==> src/source/routerPkg.sv <==
`default_nettype none

package routerPkg;

  // --------------------------------------------------------------------------
  // Port numbering and sizes
  // --------------------------------------------------------------------------

  localparam int numPorts = 5;
  localparam int portIdxWidth = 3;

  localparam int portL = 0;
  localparam int portN = 1;
  localparam int portE = 2;
  localparam int portW = 3;
  localparam int portS = 4;

  localparam int queueDepth = 8;

  // --------------------------------------------------------------------------
  // Flit formats
  // --------------------------------------------------------------------------

  localparam int flitWidth = 16;
  localparam int lengthWidth = 12;

  localparam logic [2:0] flitKindHead = 3'b001;
  localparam logic [2:0] flitKindBody = 3'b010;

  // The length counts the body flits that follow the head.
  typedef struct packed {
    logic [2:0] kind;
    logic spare;
    logic [lengthWidth-1:0] length;
  } flitHead_t;

  typedef struct packed {
    logic [2:0] kind;
    logic [flitWidth-4:0] payload;
  } flitBody_t;

  typedef union packed {
    flitHead_t head;
    flitBody_t body;
  } flit_t;

  // The grant state is one-hot. Bit 0 is idle and bit p+1 is port p.
  typedef enum logic [5:0] {
    stateIdle = 6'b000001,
    stateL    = 6'b000010,
    stateN    = 6'b000100,
    stateE    = 6'b001000,
    stateW    = 6'b010000,
    stateS    = 6'b100000
  } grantState_t;

endpackage

`default_nettype wire

==> src/source/portRequestIf.sv <==
`default_nettype none

// Requests and head flits flow toward the arbiter, pops flow back.
interface portRequestIf;

  logic [routerPkg::numPorts-1:0] req;
  routerPkg::flit_t [routerPkg::numPorts-1:0] headFlit;
  logic [routerPkg::numPorts-1:0] pop;

  modport queue (
    output req,
    output headFlit,
    input  pop
  );

  modport arbiter (
    input  req,
    input  headFlit,
    output pop
  );

endinterface

`default_nettype wire

==> src/source/flitQueue.sv <==
`default_nettype none

module flitQueue #(
  parameter int depth = routerPkg::queueDepth
) (
  input  logic clk,
  input  logic rst,
  input  logic push,
  input  routerPkg::flit_t pushFlit,
  output logic full,
  output logic req,
  output routerPkg::flit_t headFlit,
  input  logic pop
);

  routerPkg::flit_t mem [depth];

  logic [$clog2(depth)-1:0] rdPtr;
  logic [$clog2(depth)-1:0] wrPtr;
  logic [$clog2(depth+1)-1:0] count;

  assign req = (count != '0);
  assign full = (int'(count) == depth);
  assign headFlit = mem[rdPtr];

  always_ff @(posedge clk)
  begin
    if (push)
    begin
      mem[wrPtr] <= pushFlit;
    end
  end

  always_ff @(posedge clk)
  begin
    if (rst)
    begin
      rdPtr <= '0;
      wrPtr <= '0;
      count <= '0;
    end
    else
    begin
      if (push)
      begin
        wrPtr <= (int'(wrPtr) == depth - 1) ? '0 : wrPtr + 1'b1;
      end
      if (pop)
      begin
        rdPtr <= (int'(rdPtr) == depth - 1) ? '0 : rdPtr + 1'b1;
      end
      // Simultaneous push and pop leaves the occupancy unchanged.
      case ({push, pop})
        2'b10:
        begin
          count <= count + 1'b1;
        end
        2'b01:
        begin
          count <= count - 1'b1;
        end
        default:
        begin
          count <= count;
        end
      endcase
    end
  end

  // The source must hold off while full rises.
  pushWhileFull: assert property (@(posedge clk) disable iff (rst) push |-> !full)
    else $error("flitQueue: push into a full queue");

  // The arbiter only pops a port that requests.
  popWhileEmpty: assert property (@(posedge clk) disable iff (rst) pop |-> req)
    else $error("flitQueue: pop from an empty queue");

endmodule

`default_nettype wire

==> src/source/packetTimer.sv <==
`default_nettype none

module packetTimer (
  input  logic clk,
  input  logic rst,
  input  logic pop,
  input  routerPkg::flit_t headFlit,
  input  logic hold,
  output logic timesUp
);

  logic [routerPkg::lengthWidth-1:0] limit;
  logic [routerPkg::lengthWidth-1:0] count;
  logic active;
  logic headPop;

  assign headPop = pop && (headFlit.head.kind == routerPkg::flitKindHead);

  // The head flit goes out first, then one body flit per count step.
  assign timesUp = active && (count == limit);

  always_ff @(posedge clk)
  begin
    if (headPop)
    begin
      limit <= headFlit.head.length;
    end
  end

  always_ff @(posedge clk)
  begin
    if (rst)
    begin
      active <= 1'b0;
      count <= '0;
    end
    else if (!hold)
    begin
      active <= 1'b0;
      count <= '0;
    end
    else if (headPop)
    begin
      active <= 1'b1;
      count <= '0;
    end
    else
    begin
      count <= count + 1'b1;
    end
  end

endmodule

`default_nettype wire

==> src/source/switchArbiter.sv <==
`default_nettype none

module switchArbiter (
  input  logic clk,
  input  logic rst,
  portRequestIf.arbiter reqs,
  output logic grantValid,
  output logic [routerPkg::portIdxWidth-1:0] grantPort,
  output routerPkg::flit_t grantFlit
);

  routerPkg::grantState_t state;
  routerPkg::grantState_t nextState;

  logic [5:0] stateBits;
  logic [routerPkg::numPorts-1:0] granted;
  logic [routerPkg::numPorts-1:0] timesUp;
  logic [routerPkg::numPorts-1:0] popVec;
  logic curActive;
  logic [routerPkg::portIdxWidth-1:0] curPort;

  // --------------------------------------------------------------------------
  // Packet timers, one per input port
  // --------------------------------------------------------------------------

  for (genvar gi = 0; gi < routerPkg::numPorts; gi++)
  begin : genTimer
    packetTimer timerInst (
      .clk     (clk),
      .rst     (rst),
      .pop     (popVec[gi]),
      .headFlit(reqs.headFlit[gi]),
      .hold    (granted[gi]),
      .timesUp (timesUp[gi])
    );
  end

  // --------------------------------------------------------------------------
  // Grant decode
  // --------------------------------------------------------------------------

  assign stateBits = state;
  assign granted = stateBits[routerPkg::numPorts:1];
  assign curActive = (state != routerPkg::stateIdle);

  // A port keeps the grant while it requests and its packet is not done.
  assign popVec = granted & reqs.req & ~timesUp;
  assign reqs.pop = popVec;
  assign grantValid = |popVec;

  always_comb
  begin
    curPort = '0;
    for (int p = 0; p < routerPkg::numPorts; p++)
    begin
      if (granted[p])
      begin
        curPort = routerPkg::portIdxWidth'(p);
      end
    end
  end

  assign grantPort = curPort;
  assign grantFlit = reqs.headFlit[curPort];

  // --------------------------------------------------------------------------
  // Next state with rotating priority
  // --------------------------------------------------------------------------

  always_comb
  begin
    int scanBase;
    int cand;
    scanBase = curActive ? int'(curPort) + 1 : routerPkg::portL;
    cand = 0;
    nextState = routerPkg::stateIdle;
    if (grantValid)
    begin
      nextState = state;
    end
    else
    begin
      // Scan backwards so that the nearest requester in circular order wins.
      // The port that just released is not a candidate.
      for (int k = routerPkg::numPorts - 1; k >= 0; k--)
      begin
        cand = (scanBase + k) % routerPkg::numPorts;
        if (reqs.req[cand] && !(curActive && cand == int'(curPort)))
        begin
          nextState = routerPkg::grantState_t'(6'b000010 << cand);
        end
      end
    end
  end

  always_ff @(posedge clk)
  begin
    if (rst)
    begin
      state <= routerPkg::stateIdle;
    end
    else
    begin
      state <= nextState;
    end
  end

  stateOneHot: assert property (@(posedge clk) disable iff (rst) $onehot(stateBits))
    else $error("switchArbiter: grant state is not one-hot");

endmodule

`default_nettype wire

==> src/source/egressStage.sv <==
`default_nettype none

module egressStage (
  input  logic clk,
  input  logic rst,
  input  logic grantValid,
  input  logic [routerPkg::portIdxWidth-1:0] grantPort,
  input  routerPkg::flit_t grantFlit,
  output logic outValid,
  output logic [routerPkg::portIdxWidth-1:0] outPort,
  output routerPkg::flit_t outFlit
);

  always_ff @(posedge clk)
  begin
    if (rst)
    begin
      outValid <= 1'b0;
    end
    else
    begin
      outValid <= grantValid;
    end
  end

  // Port and flit only change on a granted cycle.
  always_ff @(posedge clk)
  begin
    if (grantValid)
    begin
      outPort <= grantPort;
      outFlit <= grantFlit;
    end
  end

  validPort: assert property (@(posedge clk) disable iff (rst)
    outValid |-> (int'(outPort) < routerPkg::numPorts))
    else $error("egressStage: output port out of range");

endmodule

`default_nettype wire

==> src/source/routerOutputPort.sv <==
`default_nettype none

module routerOutputPort (
  input  logic clk,
  input  logic rst,
  input  logic [routerPkg::numPorts-1:0] push,
  input  logic [routerPkg::numPorts-1:0][routerPkg::flitWidth-1:0] pushFlit,
  output logic outValid,
  output logic [routerPkg::portIdxWidth-1:0] outPort,
  output logic [routerPkg::flitWidth-1:0] outFlit,
  output logic [routerPkg::numPorts-1:0] full
);

  portRequestIf reqBus ();

  logic grantValid;
  logic [routerPkg::portIdxWidth-1:0] grantPort;
  routerPkg::flit_t grantFlit;

  // Input queues, one per port in the order L, N, E, W, S.
  for (genvar gi = 0; gi < routerPkg::numPorts; gi++)
  begin : genQueue
    flitQueue #(
      .depth(routerPkg::queueDepth)
    ) queueInst (
      .clk     (clk),
      .rst     (rst),
      .push    (push[gi]),
      .pushFlit(pushFlit[gi]),
      .full    (full[gi]),
      .req     (reqBus.req[gi]),
      .headFlit(reqBus.headFlit[gi]),
      .pop     (reqBus.pop[gi])
    );
  end

  switchArbiter arbiterInst (
    .clk       (clk),
    .rst       (rst),
    .reqs      (reqBus.arbiter),
    .grantValid(grantValid),
    .grantPort (grantPort),
    .grantFlit (grantFlit)
  );

  egressStage egressInst (
    .clk       (clk),
    .rst       (rst),
    .grantValid(grantValid),
    .grantPort (grantPort),
    .grantFlit (grantFlit),
    .outValid  (outValid),
    .outPort   (outPort),
    .outFlit   (outFlit)
  );

endmodule

`default_nettype wire

==> config.mk <==
export PLATFORM = sky130hd
export DESIGN_NAME = routerOutputPort
export DESIGN_NICKNAME = d
export VERILOG_FILES = /design/src/source/routerPkg.sv /design/src/source/portRequestIf.sv /design/src/source/flitQueue.sv /design/src/source/packetTimer.sv /design/src/source/switchArbiter.sv /design/src/source/egressStage.sv /design/src/source/routerOutputPort.sv
export SDC_FILE = /design/constraint.sdc
export NUM_CORES = 1
export LEC_CHECK = 0
export BUFFER_PORTS_ARGS = -buffer_cell sky130_fd_sc_hd__buf_2
export CORE_MARGIN = 2
export CORE_UTILIZATION = 45
export DETAILED_ROUTE_END_ITERATION = 10
export GPL_TIMING_DRIVEN = 1
export SLEW_MARGIN = 20
export SYNTH_ARGS = -nofsm -noshare
export SYNTH_HDL_FRONTEND = slang
export SYNTH_SLANG_ARGS = --single-unit
==> constraint.sdc <==
create_clock -name clk -period 10.5 [get_ports clk]
set_clock_uncertainty 0.15 [all_clocks]
set_input_delay 2.1 -clock clk [delete_from_list [all_inputs] [get_ports clk]]
set_output_delay 2.1 -clock clk [all_outputs]
set_load 0.01 [all_outputs]
Word level (Yosys, flattened, before mapping)
Memories as Yosys holds them, arrays and structs flattened. A register that Yosys moved wholly into a read port is not among the register bits.
Cells that the tools add are included.
{"block": "totals", "reg_bits": 201, "latch_bits": 0, "mem_bits_rw": 640, "rom_bits": 0, "input_bits": 87, "out_inout_bits": 25, "wordCells": 242, "n_memories": 5}
{"name": "genQueue[0].queueInst.mem", "depth": 8, "word_bits": 16, "rd": 1, "rd_clocked_by_memory_dff": 1, "wr": 1, "line_no": "flitQueue.sv:16", "source": "routerPkg::flit_t mem [depth];"}
{"name": "genQueue[1].queueInst.mem", "depth": 8, "word_bits": 16, "rd": 1, "rd_clocked_by_memory_dff": 1, "wr": 1, "line_no": "flitQueue.sv:16"}
{"name": "genQueue[2].queueInst.mem", "depth": 8, "word_bits": 16, "rd": 1, "rd_clocked_by_memory_dff": 1, "wr": 1, "line_no": "flitQueue.sv:16"}
{"name": "genQueue[3].queueInst.mem", "depth": 8, "word_bits": 16, "rd": 1, "rd_clocked_by_memory_dff": 1, "wr": 1, "line_no": "flitQueue.sv:16"}
{"name": "genQueue[4].queueInst.mem", "depth": 8, "word_bits": 16, "rd": 1, "rd_clocked_by_memory_dff": 1, "wr": 1, "line_no": "flitQueue.sv:16"}
{"block": "op_classes", "add_sub_neg": 30, "n_mul": 0, "div": 5, "order_cmp": 6, "n_eq_ne": 41, "n_shift": 5, "muxes": 62, "bitwise": 8, "n_reduce_logical": 46}
{"op": "== test 32 x 4 -> 1 bit", "n": 5}
{"op": "less-than comparator 32 x 5 -> 1 bit, second input constant", "n": 5}
{"op": "modulo 32 x 4 -> 32 bit, second input constant", "n": 5}
{"op": "<< shifter 2 x 32 -> 6 bit, first input constant", "n": 5}
{"op": "adder 32 x 3 -> 32 bit, second input constant", "n": 2}
{"op": "two-way mux 3 bit", "n": 21}
{"op": "adder 12 x 1 -> 12 bit, second input constant", "n": 5}
{"op": "== test 12 bit", "n": 5}
{"op": "binary-select mux 16 bit (select 3 bit)", "n": 1}
{"op": "== test 3 x 1 -> 1 bit, second input constant", "n": 15}
{"op": "case mux 4 bit (2 select lines)", "n": 5}
{"op": "adder 32 x 2 -> 32 bit, second input constant", "n": 1}
{"op": "adder 32 x 4 -> 32 bit, second input constant", "n": 1}
{"op": "two-way mux 32 bit", "n": 1}
{"op": "adder 3 x 1 -> 3 bit, second input constant", "n": 10}
{"op": "two-way mux 6 bit", "n": 5}
{"op": "two-way mux 1 bit", "n": 21}
{"op": "adder 4 x 1 -> 4 bit, second input constant", "n": 5}
{"op": "== test 4 bit, second input constant", "n": 5}
{"op": "logical AND 1 bit", "n": 20}
{"op": "nonzero test 4 bit", "n": 5}
{"op": "subtractor 4 x 1 -> 4 bit, second input constant", "n": 5}
{"op": "two-way mux 16 bit", "n": 1}
{"op": "binary-select mux 1 bit (select 3 bit)", "n": 5}
{"op": "other kinds (14)", "n": 44}

Logic depth before layout (Yosys ltp)
{"block": "depth", "ltp_word": 17, "ltp_mapped": 22, "mapped_depth_nobuf": 18}

Hierarchy
Synthesis repeated with hierarchy kept, for this count alone.
{"block": "unflattened", "cells_unflattened": 2407, "hier_area_um2": 38257.9}
{"module": "flitQueue", "instances": 5, "cells_per_inst": 259, "area_per_inst_um2": 5569.1, "seq_area_each_um2": 4103.9}
{"module": "packetTimer", "instances": 5, "cells_per_inst": 90, "area_per_inst_um2": 1053.5, "seq_area_each_um2": 620.6}
{"module": "switchArbiter", "instances": 1, "cells_per_inst": 641, "area_per_inst_um2": 4540.6, "seq_area_each_um2": 120.1}
{"module": "egressStage", "instances": 1, "cells_per_inst": 21, "area_per_inst_um2": 604.3, "seq_area_each_um2": 590.6}

Worst setup path after synthesis
OpenSTA, ideal clock, no wires.
{"block": "synth_path", "path_kind": "flip-flop to flip-flop", "from": "reg arbiterInst.state[5]", "to": "reg arbiterInst.state[2]", "setup_ns": 0.139, "t_arrival_ns": 4.476, "t_required_ns": 10.211, "path_slack_ns": 5.736, "stages_incl_launch_ff": 21, "n_path_buf": 5, "synth_period_minus_slack_ns": 4.764, "cell_sequence": "dfxtp_1 -> buf_2 -> nor2_1 -> buf_2 -> buf_1 -> clkbuf_1 -> o21ai_0 -> ha_1 -> clkbuf_1 -> nor4_1 -> nor2_1 -> inv_2 -> ha_1 -> inv_1 -> o211a_1 -> nor4_2 -> o21ai_1 -> o31a_1 -> or2_1 -> a221oi_1 -> o221ai_1"}
{"block": "synth_between", "elab_chain_cells": 14, "elab_cells_between_ends": 61, "classes_between": "add/sub: 5; div: 5; eq/ne: 6; shift: 5; mux: 22; bitwise: 2; reduce/logical: 16"}
{"item": "from (decl)", "line_no": "switchArbiter.sv:12", "source": "routerPkg::grantState_t state;"}
{"item": "from (signal assigned)", "line_no": "switchArbiter.sv:100", "source": "state <= routerPkg::stateIdle;"}
{"item": "from (signal assigned)", "line_no": "switchArbiter.sv:104", "source": "state <= nextState;"}
{"item": "two-way mux 3 bit", "line_no": "switchArbiter.sv:56", "source": "if (granted[p])"}
{"item": "adder 3 x 1 -> 4 bit", "line_no": "switchArbiter.sv:74", "source": "scanBase = curActive ? int'(curPort) + 1 : routerPkg::portL;"}
{"item": "two-way mux 32 bit", "line_no": "switchArbiter.sv:74"}
{"item": "adder 32 x 4 -> 32 bit", "line_no": "switchArbiter.sv:87", "source": "cand = (scanBase + k) % routerPkg::numPorts;"}
{"item": "modulo 32 x 4 -> 32 bit", "line_no": "switchArbiter.sv:87"}
{"item": "binary-select mux 1 bit (select 3 bit) or == test 32 x 4 -> 1 bit (tied branches)", "line_no": "switchArbiter.sv:88", "source": "if (reqs.req[cand] && !(curActive && cand == int'(curPort)))"}
{"item": "two-way mux 1 bit (implied by the code) or logical AND 1 bit (tied branches)", "line_no": "switchArbiter.sv:88"}
{"item": "two-way mux 1 bit (implied by the code) or zero test 1 bit (tied branches)", "line_no": "switchArbiter.sv:88"}
{"item": "logical AND 1 bit", "line_no": "switchArbiter.sv:88"}
{"item": "two-way mux 6 bit (5 in series)", "line_no": "switchArbiter.sv:88"}
Parallel ways exist; a longest one is shown, timed or not. The select of a mux whose other input is x is not followed.
A chain may end at the register's enable or synchronous reset.

Final worst setup path
{"block": "layout_path", "from": "reg arbiterInst.state[4]", "to": "reg arbiterInst.state[0]"}
{"block": "layout_between", "elab_chain_cells": 15, "elab_cells_between_ends": 62, "classes_between": "add/sub: 5; div: 5; eq/ne: 6; shift: 5; mux: 23; bitwise: 2; reduce/logical: 16"}
{"item": "two-way mux 2 bit", "line_no": "switchArbiter.sv:56"}
{"item": "two-way mux 3 bit", "line_no": "switchArbiter.sv:56"}
{"item": "adder 3 x 1 -> 4 bit", "line_no": "switchArbiter.sv:74"}
{"item": "two-way mux 32 bit", "line_no": "switchArbiter.sv:74"}
{"item": "adder 32 x 4 -> 32 bit", "line_no": "switchArbiter.sv:87"}
{"item": "modulo 32 x 4 -> 32 bit", "line_no": "switchArbiter.sv:87"}
{"item": "binary-select mux 1 bit (select 3 bit) or == test 32 x 4 -> 1 bit (tied branches)", "line_no": "switchArbiter.sv:88"}
{"item": "two-way mux 1 bit (implied by the code) or logical AND 1 bit (tied branches)", "line_no": "switchArbiter.sv:88"}
{"item": "two-way mux 1 bit (implied by the code) or zero test 1 bit (tied branches)", "line_no": "switchArbiter.sv:88"}
{"item": "logical AND 1 bit", "line_no": "switchArbiter.sv:88"}
{"item": "two-way mux 6 bit (5 in series)", "line_no": "switchArbiter.sv:88"}
Parallel ways exist; a longest one is shown, timed or not. The select of a mux whose other input is x is not followed.

==> results.py <==
metrics = {
    "cts": {
        "cts.sinks": 856,
        "root_buffer": "clkbuf_16",
        "ctsResizeCount": 0,
        "cts_buffers": 90,
        "cts_hold_buf": 0,
        "clk_pin_slew_worst_paths_ns": 0.07,
        "cts_tree": "done",
        "clock_latency_ns": 0.64,
        "clock_path_buffers": 3,
        "htreeDepth": 3,
        "cts_setup_buffers": 0,
    },
    "pwr": {
        "seqPwrFrac_pct": 43.6,
        "p_per_area_mw_per_mm2": 221,
        "p_comb_share_pct": 20.8,
        "p_switching_mw": 2.55,
        "ir_drop_v": 0.000138,
        "clock_power_share_pct": 35.7,
        "swShare_pct": 28.6,
        "power.internal_mw": 6.37,
        "power.leakage_nw": 13.3,
    },
    "layout": {
        "fin_util_pct": 52.1,
        "fillers": 6410,
        "stdcell_count": 3438,
        "area_growth_pct": 14.2,
        "layout-drive-gt1-share_pct": 24.1,
        "fin_nets": 2467,
    },
    "drt": {
        "routedWlPerCell_microns": 23.1,
        "dr_total_vias": 19000,
        "via_per_inst": 5.54,
        "wirelength_microns": 79300,
        "drc_errors": 0,
        "drt_first_pass_iters": 5,
        "drtIter0Drc": 1470,
        "ant_nets": 0,
    },
    "placed_design": {
        "portBuffers": 111,
        "dpl.cell_count": 3267,
        "routabilityCongestion": 0.945,
        "dp_hpwl_microns": 52800,
    },
    "worst_hold_path": {
        "hold_class": "reg -> reg",
    },
    "sta": {
        "hold-worst-slack_ns": 0.314,
        "worstMarginPinSlew_ns": 1.07,
        "setup-violations-final": 0,
        "rsz0062_at_grt": "no",
        "finalCritPeriodShare_pct": 54.6,
        "relSlewSlack_pct": 28.3,
        "hold_viol": 0,
        "fmax_mhz": 174,
        "fin_crit_ns": 5.73,
        "fin_tns_setup_ns": 0,
        "slew_violations": 0,
    },
    "floorplanning": {
        "fp.coreArea_sq_mm": 0.0776,
        "io_pins": 112,
        "die_w_microns": 284,
        "die_h_microns": 284,
        "dieArea_sq_mm": 0.0809,
        "start_util_pct": 45.6,
        "rows": 102,
    },
    "synthesis": {
        "synth_edf_count": 719,
        "yosysUniqueCellTypes": 80,
        "synth_ff_type": "edfxtp_1",
        "synth_area_sq_mm": 0.0354,
        "synth-seq-cells": 856,
        "async_flop_share_pct": 0,
        "synthCells": 2143,
        "yosysWarnings": 0,
        "yosysSeqAreaShare_pct": 68.8,
        "syn_nets": 2291,
        "syn_area_per_cell_sq_um": 16.5,
    },
    "critical_path": {
        "crit_path_end_kind": "flop",
        "setup.worst_path.start_class": "flop",
        "worstPathArrival_ns": 6.16,
        "path_max_fanout": 17,
        "path_class": "reg -> reg",
        "cp.required_ns": 10.93,
    },
    "global_routing": {
        "grt_pass1_vias": 19300,
        "grt_pass1_wl_microns": 119000,
        "grt_max_degree": 70,
        "track_usage_pct": 19.6,
        "grt_antenna_before_repair": 11,
        "gr-total-overflow": 0,
    },
    "status": {
        "outcome": "complete, no violations",
    },
    "flow_run": {
        "max_cap_violations": 0,
    },
}
==> cells in the mapped netlist, types with 4 or more instances <==
master    count  share of area [%]
mux2i_1      41                1.2
mux2_2       63                2.0
nand2b_1     25               0.44
a211o_1      14               0.35
buf_4         5               0.11
nor4_1       17               0.30
o21ai_0      21               0.30
o211a_1       4               0.11
xnor2_1      91                2.3
a21oi_1      66               0.93
a21o_1        8               0.17
a32oi_1      13               0.32
mux4_2      163                 10
clkbuf_1     54               0.57
edfxtp_1    719                 61
buf_1        10               0.11
nor3b_1       6               0.13
nand4_1      16               0.28
nor4b_1       5               0.12
inv_1        40               0.42
ha_1         56                2.0
a31oi_1      16               0.28
a311oi_1      5               0.12
dfxtp_1     137                7.8
buf_2        20               0.28
or3_1        10               0.18
xor2_1       41                1.0
nor2_1      203                2.2
nand2_1      87               0.92
o22ai_1       4              0.071
and3_1       24               0.42
nor3_1       31               0.44
nand3_1      35               0.50
fa_1          5               0.28
nand3b_1      5               0.11
==> cell usage in the layout, fill, tap and decap left out, types with 14 or more instances in the layout <==
| master | n |
|---|---|
| edfxtp_1 | 719 |
| nor2_1 | 203 |
| mux4_2 | 163 |
| dfxtp_1 | 132 |
| buf_2 | 110 |
| xnor2_1 | 91 |
| clkbuf_16 | 90 |
| nand2_1 | 87 |
| a21oi_1 | 66 |
| buf_4 | 66 |
| mux2_2 | 63 |
| ha_1 | 56 |
| mux2i_1 | 41 |
| xor2_1 | 41 |
| inv_1 | 40 |
| nand3_1 | 35 |
| nand2b_1 | 25 |
| and3_1 | 24 |
| nor3_1 | 21 |
| o21ai_0 | 21 |
| clkinv_2 | 20 |
| clkinv_1 | 19 |
| nor4_1 | 16 |
| nand4_1 | 16 |
| a31oi_1 | 16 |
| a211o_1 | 14 |
==> cell families after synthesis <==
logic type / Yosys count / share of synthesized area [%]
DFF: 856 / 68.8
buffers and inverters: 139 / 1.68
adders and majority gates: 61 / 2.26
muxes: 267 / 13.5
AOI/OAI and AO/OA: 198 / 3.86
xor gates and xnor gates: 132 / 3.27
and+or+nand+nor: 490 / 6.61
==> state kept, by name (all words and copies together) (netlist names), named ones only <==
| signal | count |
|---|---|
| egressInst.outFlit | 16 |
| genQueue.queueInst.mem | 640 |
| genQueue.queueInst.count | 20 |
| genQueue.queueInst.rdPtr | 15 |
| genQueue.queueInst.wrPtr | 15 |
| egressInst.outPort | 3 |
| arbiterInst.genTimer.timerInst.active | 5 |
| arbiterInst.state | 6 |
| egressInst.outValid | 1 |
| arbiterInst.genTimer.timerInst.count | 60 |
| arbiterInst.genTimer.timerInst.limit | 60 |
==> worst paths after layout <==
check                           cells after the start  slack [ns]              endpoint                  from
worst min register to register                      1        0.31  arbiterInst.state[0]  arbiterInst.state[0]
worst max register to register                     17        4.77  arbiterInst.state[0]  arbiterInst.state[4]
worst min-delay path                                1        0.31  arbiterInst.state[0]  arbiterInst.state[0]
worst max-delay path                               17        4.77  arbiterInst.state[0]  arbiterInst.state[4]
==> power groups by stage <==
stage          logic [mW]  clock network, mW  registers [mW]
6_report             1.85               3.18            3.89
3_5_place_dp         1.81                  0            3.96
4_1_cts              1.82               3.25            3.89
3_3_place_gp         1.82                  0            3.95
2_1_floorplan        1.26                  0            3.94
5_1_grt              1.99               3.39            3.90
==> through the flow <==
step                power, mW  setup slack, ns  cell area [sq um]
CTS                      8.96             4.93              40400
finish                   8.92             4.77              40400
global placement         5.77             5.11              37400
floorplan                5.20             5.74              35400
global route             9.28             4.31              40400
detailed placement       5.77             4.94              37400
==> cell type report <==
cell class / instances / area [sq um] / share of cell area [%]
sequential: 856 / 24300 / 60.3
multi-input combinational: 1148 / 10500 / 26.1
clock buffer: 106 / 2340 / 5.80
tap: 1040 / 1300 / 3.22
timing repair buffer: 176 / 1050 / 2.59
clock inverter: 61 / 647 / 1.60
inverter: 47 / 181 / 0.449
antenna: 4 / 10.0 / 0.0248
==> per-layer routing <==
layer  GRT usage [%]  wire length (microns)  vias up
li1                -                      -     8707
met1            26.3                  34500     9763
met2            32.0                  38400      413
met3            4.40                   4140      145
met4            6.38                   2140       10
met5               0                     57        -
==> critical path, stage by stage, from the launching register on <==
cell and delay [ns]:
dfxtp_1 0.56, nor2_1 0.77, o21ai_0 0.53, inv_1 0.27, ha_1 0.25, nand2_1 0.13, nor4_1 0.31, nor2_1 0.15
inv_2 0.15, ha_1 0.19, inv_1 0.09, o211a_1 0.24, nor4_2 0.48, nand2b_2 0.20, nor3_1 0.49, nor2_1 0.18
nor4_1 0.38, a211o_1 0.15
No activity file was read; power rests on OpenSTA's default activity.
